File: config.mk
export PLATFORM = sky130hd
export DESIGN_NAME = activation_stage
export DESIGN_NICKNAME = d
export VERILOG_FILES = /design/src/common/tpu_pkg.sv /design/src/hw/acc_requant.sv /design/src/hw/row_fifo.sv /design/src/activation/activation.sv /design/src/hw/activation_stage.sv
export SDC_FILE = /design/constraint.sdc
export NUM_CORES = 1
export LEC_CHECK = 0
export CORE_ASPECT_RATIO = 2
export CORE_MARGIN = 1.5
export CORE_UTILIZATION = 35
export DETAILED_ROUTE_END_ITERATION = 8
export DONT_BUFFER_PORTS = 1
export GPL_ROUTABILITY_DRIVEN = 0
export GPL_TIMING_DRIVEN = 0
export PLACE_DENSITY = 0.5
export SYNTH_ARGS = -nofsm -noshare
export SYNTH_HDL_FRONTEND = slang
export SYNTH_SLANG_ARGS = --single-unit
File: constraint.sdc
create_clock -name clk -period 4.85 [get_ports clk]
set_input_delay 0.97 -clock clk [delete_from_list [all_inputs] [get_ports clk]]
set_output_delay 0.97 -clock clk [all_outputs]
set_load 0.02 [all_outputs]
File: src/common/tpu_pkg.sv
`default_nettype none

package tpu_pkg;

    // lane and row geometry
    localparam int DWIDTH       = 8;
    localparam int ACC_WIDTH    = 16;
    localparam int MAT_MUL_SIZE = 4;

    // width of the run-time requantization shift
    localparam int SHIFT_WIDTH  = 4;

    // one signed activation lane
    typedef logic signed [DWIDTH-1:0] data_t;

    // one signed accumulator lane from the array
    typedef logic signed [ACC_WIDTH-1:0] acc_t;

    // packed data row, lane 0 sits in the low bits
    typedef logic [MAT_MUL_SIZE*DWIDTH-1:0] row_t;

    // packed accumulator row, same lane order as row_t
    typedef logic [MAT_MUL_SIZE*ACC_WIDTH-1:0] acc_row_t;

    // arithmetic right shift applied before saturation
    typedef logic [SHIFT_WIDTH-1:0] shift_t;

endpackage

`default_nettype wire

File: src/hw/acc_requant.sv
`default_nettype none

module acc_requant (
    input  wire logic              clk,
    input  wire logic              reset,
    input  wire logic              in_valid,
    input  wire tpu_pkg::acc_row_t in_acc,
    input  wire tpu_pkg::shift_t   shift,
    output logic                   row_wr,
    output tpu_pkg::row_t          row_wdata
);

    import tpu_pkg::*;

    // saturation bounds of a data lane, held in accumulator width
    localparam acc_t SAT_MAX = acc_t'((1 << (DWIDTH - 1)) - 1);
    localparam acc_t SAT_MIN = acc_t'(-(1 << (DWIDTH - 1)));

    acc_t shifted [MAT_MUL_SIZE];
    row_t sat_row;

    // per lane: arithmetic shift, then clamp into the data range
    always_comb begin
        for (int i = 0; i < MAT_MUL_SIZE; i++) begin
            shifted[i] = acc_t'(in_acc[i*ACC_WIDTH +: ACC_WIDTH]) >>> shift;
            if (shifted[i] > SAT_MAX) begin
                sat_row[i*DWIDTH +: DWIDTH] = data_t'(SAT_MAX);
            end else if (shifted[i] < SAT_MIN) begin
                sat_row[i*DWIDTH +: DWIDTH] = data_t'(SAT_MIN);
            end else begin
                sat_row[i*DWIDTH +: DWIDTH] = data_t'(shifted[i]);
            end
        end
    end

    // write strobe follows in_valid by one cycle
    always_ff @(posedge clk) begin
        if (reset) begin
            row_wr <= 1'b0;
        end else begin
            row_wr <= in_valid;
        end
    end

    // payload register, only loaded with a new row
    always_ff @(posedge clk) begin
        if (in_valid) begin
            row_wdata <= sat_row;
        end
    end

endmodule

`default_nettype wire

File: src/hw/row_fifo.sv
`default_nettype none

module row_fifo #(
    parameter int FIFO_DEPTH = 4
) (
    input  wire logic          clk,
    input  wire logic          reset,
    input  wire logic          row_wr,
    input  wire tpu_pkg::row_t row_wdata,
    input  wire logic          row_pop,
    output tpu_pkg::row_t      row_head,
    output logic               empty,
    output logic               overflow
);

    import tpu_pkg::*;

    localparam int PTR_W = $clog2(FIFO_DEPTH);
    localparam logic [PTR_W:0] FULL_COUNT = FIFO_DEPTH[PTR_W:0];

    row_t             mem [FIFO_DEPTH];
    logic [PTR_W-1:0] wr_ptr;
    logic [PTR_W-1:0] rd_ptr;
    logic [PTR_W:0]   count;
    logic             full;
    logic             wr_en;

    assign full  = (count == FULL_COUNT);
    assign empty = (count == '0);

    // a pop in the same cycle frees the slot, so a full FIFO still accepts
    assign wr_en = row_wr && (!full || row_pop);

    // head row, meaningful only while not empty
    assign row_head = mem[rd_ptr];

    always_ff @(posedge clk) begin
        if (wr_en) begin
            mem[wr_ptr] <= row_wdata;
        end
    end

    // pointers wrap naturally for a power-of-two depth
    always_ff @(posedge clk) begin
        if (reset) begin
            wr_ptr <= '0;
            rd_ptr <= '0;
            count  <= '0;
        end else begin
            if (wr_en) begin
                wr_ptr <= wr_ptr + 1'b1;
            end
            if (row_pop) begin
                rd_ptr <= rd_ptr + 1'b1;
            end
            case ({wr_en, row_pop})
                2'b10:   count <= count + 1'b1;
                2'b01:   count <= count - 1'b1;
                default: count <= count;
            endcase
        end
    end

    // sticky drop flag, cleared only by reset
    always_ff @(posedge clk) begin
        if (reset) begin
            overflow <= 1'b0;
        end else if (row_wr && !wr_en) begin
            overflow <= 1'b1;
        end
    end

endmodule

`default_nettype wire

File: src/activation/activation.sv
`default_nettype none

module activation (
    input  wire logic          clk,
    input  wire logic          reset,
    input  wire logic          enable_activation,
    input  wire logic          activation_type,
    input  wire logic          stall,
    input  wire logic          empty,
    input  wire tpu_pkg::row_t row_head,
    output logic               row_pop,
    output tpu_pkg::row_t      out_data,
    output logic               out_data_available,
    output logic               done_activation
);

    import tpu_pkg::*;

    row_t act_row;
    row_t out_activation;
    logic out_data_valid;
    logic finish_activation;

    // piecewise-linear tanh on one lane, odd-symmetric around zero
    function automatic data_t tanh_lane(input data_t x);
        int wide;
        if (x >= 90) begin
            wide = 127;
        end else if (x >= 39) begin
            wide = 99;
        end else if (x >= 28) begin
            wide = 2 * x + 46;
        end else if (x >= 16) begin
            wide = 3 * x + 18;
        end else if (x >= 1) begin
            wide = 4 * x;
        end else if (x == 0) begin
            wide = 0;
        end else if (x > -16) begin
            wide = 4 * x;
        end else if (x > -28) begin
            wide = 3 * x - 18;
        end else if (x > -39) begin
            wide = 2 * x - 46;
        end else if (x > -90) begin
            wide = -99;
        end else begin
            wide = -127;
        end
        // every segment lands inside the data range
        return data_t'(wide);
    endfunction

    // ReLU clips negative lanes to zero
    function automatic data_t relu_lane(input data_t x);
        data_t result;
        if (x < 0) begin
            result = '0;
        end else begin
            result = x;
        end
        return result;
    endfunction

    // pop whenever a row is waiting and downstream is not stalled
    assign row_pop = !empty && !stall;

    always_comb begin
        for (int i = 0; i < MAT_MUL_SIZE; i++) begin
            if (activation_type) begin
                act_row[i*DWIDTH +: DWIDTH] = tanh_lane(data_t'(row_head[i*DWIDTH +: DWIDTH]));
            end else begin
                act_row[i*DWIDTH +: DWIDTH] = relu_lane(data_t'(row_head[i*DWIDTH +: DWIDTH]));
            end
        end
    end

    // result, valid and done all drop back to zero on idle cycles
    always_ff @(posedge clk) begin
        if (reset) begin
            out_activation    <= '0;
            out_data_valid    <= 1'b0;
            finish_activation <= 1'b0;
        end else if (row_pop) begin
            out_activation    <= act_row;
            out_data_valid    <= 1'b1;
            finish_activation <= 1'b1;
        end else begin
            out_activation    <= '0;
            out_data_valid    <= 1'b0;
            finish_activation <= 1'b0;
        end
    end

    // bypass forwards the head row in the pop cycle itself
    assign out_data           = enable_activation ? out_activation : row_head;
    assign out_data_available = enable_activation ? out_data_valid : row_pop;

    // done stays high when the block is bypassed
    assign done_activation    = enable_activation ? finish_activation : 1'b1;

endmodule

`default_nettype wire

File: src/hw/activation_stage.sv
`default_nettype none

module activation_stage #(
    parameter int FIFO_DEPTH = 4
) (
    input  wire logic              clk,
    input  wire logic              reset,
    input  wire logic              in_valid,
    input  wire tpu_pkg::acc_row_t in_acc,
    input  wire tpu_pkg::shift_t   shift,
    input  wire logic              enable_activation,
    input  wire logic              activation_type,
    input  wire logic              stall,
    output tpu_pkg::row_t          out_data,
    output logic                   out_data_available,
    output logic                   done_activation,
    output logic                   overflow
);

    import tpu_pkg::*;

    logic row_wr;
    row_t row_wdata;
    logic row_pop;
    row_t row_head;
    logic empty;

    // accumulator rows in, requantized rows out
    acc_requant i_acc_requant (
        .clk       (clk),
        .reset     (reset),
        .in_valid  (in_valid),
        .in_acc    (in_acc),
        .shift     (shift),
        .row_wr    (row_wr),
        .row_wdata (row_wdata)
    );

    // absorbs rows while the consumer is stalled
    row_fifo #(
        .FIFO_DEPTH (FIFO_DEPTH)
    ) i_row_fifo (
        .clk       (clk),
        .reset     (reset),
        .row_wr    (row_wr),
        .row_wdata (row_wdata),
        .row_pop   (row_pop),
        .row_head  (row_head),
        .empty     (empty),
        .overflow  (overflow)
    );

    activation i_activation (
        .clk                (clk),
        .reset              (reset),
        .enable_activation  (enable_activation),
        .activation_type    (activation_type),
        .stall              (stall),
        .empty              (empty),
        .row_head           (row_head),
        .row_pop            (row_pop),
        .out_data           (out_data),
        .out_data_available (out_data_available),
        .done_activation    (done_activation)
    );

endmodule

`default_nettype wire

### Yosys cells after proc, flatten, opt, wreduce, memory -nomap -nowiden

Memory sizes are Yosys's and may differ from the RTL's. A register that Yosys moved wholly into a read port is not among the register bits.
Cells that the tools add are included.
Widths: inputs -> output; s select.

| cells by class | value |
|---|---|
| add/sub/neg operators | 20 |
| multipliers | 4 |
| divide/modulo/power cells | 0 |
| magnitude comparators | 48 |
| equality and inequality tests | 3 |
| shift operators | 4 |
| multiplexer cells | 61 |
| bitwise operators | 1 |
| reduce and logical (&&, ||, !) cells | 15 |

Operators with widths:

| operator | number |
|---|---|
| $mux 8 | 48 |
| $logic_not 32->1 | 4 |
| $ge 8x6->1 const B | 8 |
| $gt 16x8->1 const B | 4 |
| $lt 16x8->1 const B | 4 |
| $sshr 16x4->16 | 4 |
| $add 8x6->8 const B | 4 |
| $add 8x7->8 const B | 4 |
| $ge 8x2->1 const B | 4 |
| $ge 8x7->1 const B | 4 |
| $ge 8x8->1 const B | 4 |
| $gt 8x5->1 const B | 4 |
| $gt 8x6->1 const B | 4 |
| $gt 8x7->1 const B | 4 |
| $gt 8x8->1 const B | 4 |
| $lt 8x1->1 const B | 4 |
| $mul 3x8->8 const A | 4 |
| $mux 32 | 1 |
| $sub 8x6->8 const B | 4 |
| $sub 8x7->8 const B | 4 |
| $mux 5 | 4 |
| $pmux 3 s2 | 1 |
| $mux 1 | 5 |
| $add 2x1->2 const B | 2 |
| other kinds (13) | 19 |

| storage, ports and cells | value |
|---|---|
| register bits after elaboration | 74 |
| bits in latches | 0 |
| bits in writable memories | 128 |
| bits in read-only memories | 0 |
| input bits | 74 |
| output and inout port bits | 35 |
| logic and storage cells | 168 |
| memories kept | 1 |

Memories:

| memory | depth | width | rd ports | clocked after memory_dff | write ports | RTL line | RTL |
|---|---|---|---|---|---|---|---|
| i_row_fifo.mem | 4 | 32 | 1 | 1 | 1 | row_fifo.sv:21 | `row_t mem [FIFO_DEPTH];` |

### Longest topological paths before layout

| logic depth | value |
|---|---|
| word-level depth | 12 |
| depth in mapped cells | 18 |
| gate-level depth less buffers | 15 |

### Modules after synthesis

A second synthesis with hierarchy kept.

| unflattened totals | value |
|---|---|
| cells, all modules | 1707 |
| area total of the unflattened synthesis | 17653.2 um^2 |

By module, submodules not included:

| module | instances | cells an instance | area an instance (um^2) | seq. area each (um^2) |
|---|---|---|---|---|
| activation | 1 | 1120 | 8245.4 | 660.6 |
| row_fifo | 1 | 223 | 5142.4 | 4043.9 |
| acc_requant | 1 | 364 | 4265.3 | 980.9 |

### Least setup slack after synthesis

OpenSTA, ideal clock, no wires.

| timing path | value |
|---|---|
| path type | register to register |
| start | reg (tool-made name) |
| end | reg i_activation.out_activation[31] |
| library setup time | 0.122 ns |
| arrival | 4.121 ns |
| data required time | 4.728 ns |
| slack | 0.607 ns |
| cell stages (with the launch flop) | 17 |
| buffers on the path | 4 |
| clock period less this slack | 4.243 ns |
| cell sequence | dfxtp_1 -> buf_6 -> buf_4 -> buf_2 -> mux4_2 -> inv_1 -> ha_1 -> ha_1 -> fa_1 -> nor4b_1 -> or4b_2 -> clkbuf_1 -> nor3_1 -> xor2_1 -> nand2_1 -> o211ai_1 -> a21oi_1 |

RTL lines:

| element | RTL line | RTL |
|---|---|---|
| end signal, assigned | activation.sv:85 | `out_activation <= act_row;` |
| end, declared | activation.sv:20 | `row_t out_activation;` |

==> results.cfg <==
[status]
status = finished clean

[floorplan]
fp.dieW_um = 156.9
rows = 112
die_area_um2 = 48770
coreArea_um2 = 46660
die_y_um = 310.8
ios = 109
initial_core_util_pct = 35.54

[yosys]
synthesis.instances = 1730
synth_ff_type = edfxtp_1
synth_edf_count = 160
synth_seq_area_share_pct = 34.28
synth_async_sr_flop_share_pct = 0
yosysTopAreaCell = edfxtp_1
synth_top_area_share_pct = 28.97
syn_nets = 1959
synth_area_leaders = edfxtp_1 29%, ha_1 11%, dfxtp_1 5.3%
ys_warn_count = 0
synth_most_common_cell = nand2_1
yosysUniqueCellTypes = 88
ys_seq_elements = 204
syn_area_um2 = 16580
synth_common_cells = 176 x nand2_1, 162 x o21ai_0, 160 x edfxtp_1
avgSynthCellArea_um2 = 9.586

[cells_and_area]
synthToLayoutAreaGrowth_pct = 11.02
layout-drive-gt1-share_pct = 12.39
diodes = 0
finish.net_count = 2001
fillCellCount = 4663

[clock_tree]
htreeDepth = 1
clk_pin_slew_worst_paths_ns = 0.07
cts_buffer_depth = 3
cts_tree = yes
clock_sinks = 204
hold_buffers = 0
ctsRootBufferMaster = clkbuf_16
numCtsBuffers = 20
clkLatencyLatePin_ns = 0.53

[timing]
finalSetupViolations = 0
maxSlewViolCount = 0
period_minus_slack_ns = 4.737
hold_viol = 0
clock_skew_ns = 0.01943
slew_headroom_pct = 29.53
fin_crit_sh_pct = 97.68
hold-worst-slack_ns = 0.4906
fin_ws_ns = 0.1127
timing_worst_slew_pin_value_ns = 1.050
clock.fmax_mhz = 211.1

[power]
p_leak_nw = 6.703
ir_drop_mv = 0.2976
power.density_nw_per_um2 = 672.7

[setup_path]
endpoint_kind = register
cp.arrival_ns = 5.18
worstSetupPathType = register to register
path_max_fanout = 19
required_ns = 5.30
cp-start-kind = register

[placement]
pre_cts_slack_ns = -0.6439
hpwlAfterDp_um = 45330
port_buffers = 0

[grt]
antenna_found_initial = 1
grt_overflow = 0
grt_pass1_vias = 14736
grt_pass1_wl_um = 86800
grt_max_degree = 34
grt_use_total_pct = 23.76

[routing]
ant_nets = 0
drtIter0Drc = 872
routed_wl_um = 58170
drt-wirelength-per-cell_um = 24.13
post-route-drc-count = 0
vias = 14064
via_per_inst = 5.833
drtPass1Iterations = 9

[flow_run]
maxCapViolCount = 0

[worst_hold_path]
hold_path_class = register to register
==> power by group <==
part / total [W] / internal [W] / leakage, nW / switching [W]
registers: 0.00212 / 0.00205 / 1.83 / 0.0000704
clock network: 0.00161 / 0.000905 / 0.323 / 0.000701
logic: 0.00866 / 0.00309 / 4.55 / 0.00557
==> repair_timing <==
item	in CTS	in global routing
cloned	0	0
setup endpoints to repair	15	8
resized for setup	18	17
pin swaps	1	1
setup buffers	9	9
==> cells in the final DEF (no fill, tap or decap), types with 21 or more instances in the layout <==
master,Yosys,layout
a211oi_1,25,25
a21oi_1,130,127
clkbuf_1,44,46
clkbuf_16,0,21
dfxtp_1,44,44
edfxtp_1,160,160
ha_1,150,150
inv_1,61,52
mux2_2,41,41
mux2i_1,80,80
mux4_2,33,33
nand2_1,176,176
nand3_1,51,51
nor2_1,80,80
nor3_1,39,39
o211ai_1,22,22
o21ai_0,162,160
xnor2_1,81,77
xor2_1,23,22
==> worst paths after layout <==
check / start / endpoint / slack [ns] / cells after the start
worst max register to register: register / i_activation.out_activation[31]$_SDFF_PP0_ / 0.11 / 16
worst min-delay path: i_acc_requant.row_wdata[28]$_SDFFCE_PN1P_ / i_row_fifo.mem[0][28]$_DFFE_PP_ / 0.49 / 0
worst min register to register: i_acc_requant.row_wdata[28]$_SDFFCE_PN1P_ / i_row_fifo.mem[0][28]$_DFFE_PP_ / 0.49 / 0
worst max-delay path: register / i_activation.out_activation[31]$_SDFF_PP0_ / 0.11 / 16
==> cell families (layout without fill, tap and decap cells) <==
family | after synthesis | in the layout | share of synthesized area (%)
AO/OA/AOI/OAI | 504 | 504 | 19.22
AND/OR/NAND/NOR | 455 | 455 | 12.91
flip-flops | 204 | 204 | 34.28
adder cells (fa/ha/maj) | 155 | 155 | 11.92
multiplexers | 155 | 155 | 12.18
buffers and inverters | 153 | 207 | 3.991
XOR/XNOR | 104 | 104 | 5.493
==> cell type report <==
type | count | area, um2 | area share (%)
Multi-Input combinational cell | 1373 | 10330 | 56.10
Sequential cell | 204 | 5685 | 30.88
Tap cell | 627 | 784.5 | 4.261
Clock buffer | 24 | 536.8 | 2.916
Buffer | 78 | 402.9 | 2.188
Inverter | 73 | 312.8 | 1.699
Timing Repair Buffer | 22 | 242.7 | 1.318
Clock inverter | 10 | 116.4 | 0.6321
==> per-stage QoR <==
| step | TNS (ns) | instance area, um2 | cells | util (%) | total power (W) |
|---|---|---|---|---|---|
| floorplan | 0 | 16580 | 1730 | - | 0.007901 |
| global placement | -2.889 | 17370 | 2357 | 37.22 | 0.01022 |
| detailed placement | -3.298 | 17470 | 2361 | 37.43 | 0.01027 |
| CTS | 0 | 18260 | 2403 | 39.13 | 0.01206 |
| global route | -0.03535 | 18410 | 2411 | 39.45 | 0.01318 |
| finish | 0 | 18410 | 2411 | 39.45 | 0.01238 |
==> registers in the layout, indices dropped and copies added (netlist names), named ones only <==
register	cells
i_row_fifo.wr_ptr	2
i_acc_requant.row_wr	1
i_row_fifo.mem	128
i_row_fifo.rd_ptr	2
i_row_fifo.overflow	1
i_acc_requant.row_wdata	32
i_row_fifo.count	3
i_activation.out_activation	32
i_activation.out_data_valid	1
==> critical path, stage by stage (launching register included) <==
cell and delay (ns):
dfxtp_1 0.43, buf_8 0.24, buf_6 0.21, buf_4 0.25, mux4_2 0.34, clkinvlp_4 0.17, ha_1 0.37, ha_1 0.25
fa_1 0.44, nor4b_1 0.17, or4b_2 0.68, clkbuf_1 0.21, nand3_1 0.14, xnor2_1 0.15, nand3_1 0.16, o2111ai_2 0.23
a21oi_1 0.21
==> routing by layer <==
| layer | track usage [%] | share of wire [%] | vias up |
|---|---|---|---|
| met5 | 0 | 0.021 | - |
| met4 | 19.05 | 8.9 | 2 |
| met3 | 3.844 | 5.3 | 266 |
| met2 | 45.67 | 54 | 583 |
| met1 | 21.11 | 32 | 6668 |
| li1 | - | - | 6545 |
Note: power is estimated with default switching activity, not from simulation.
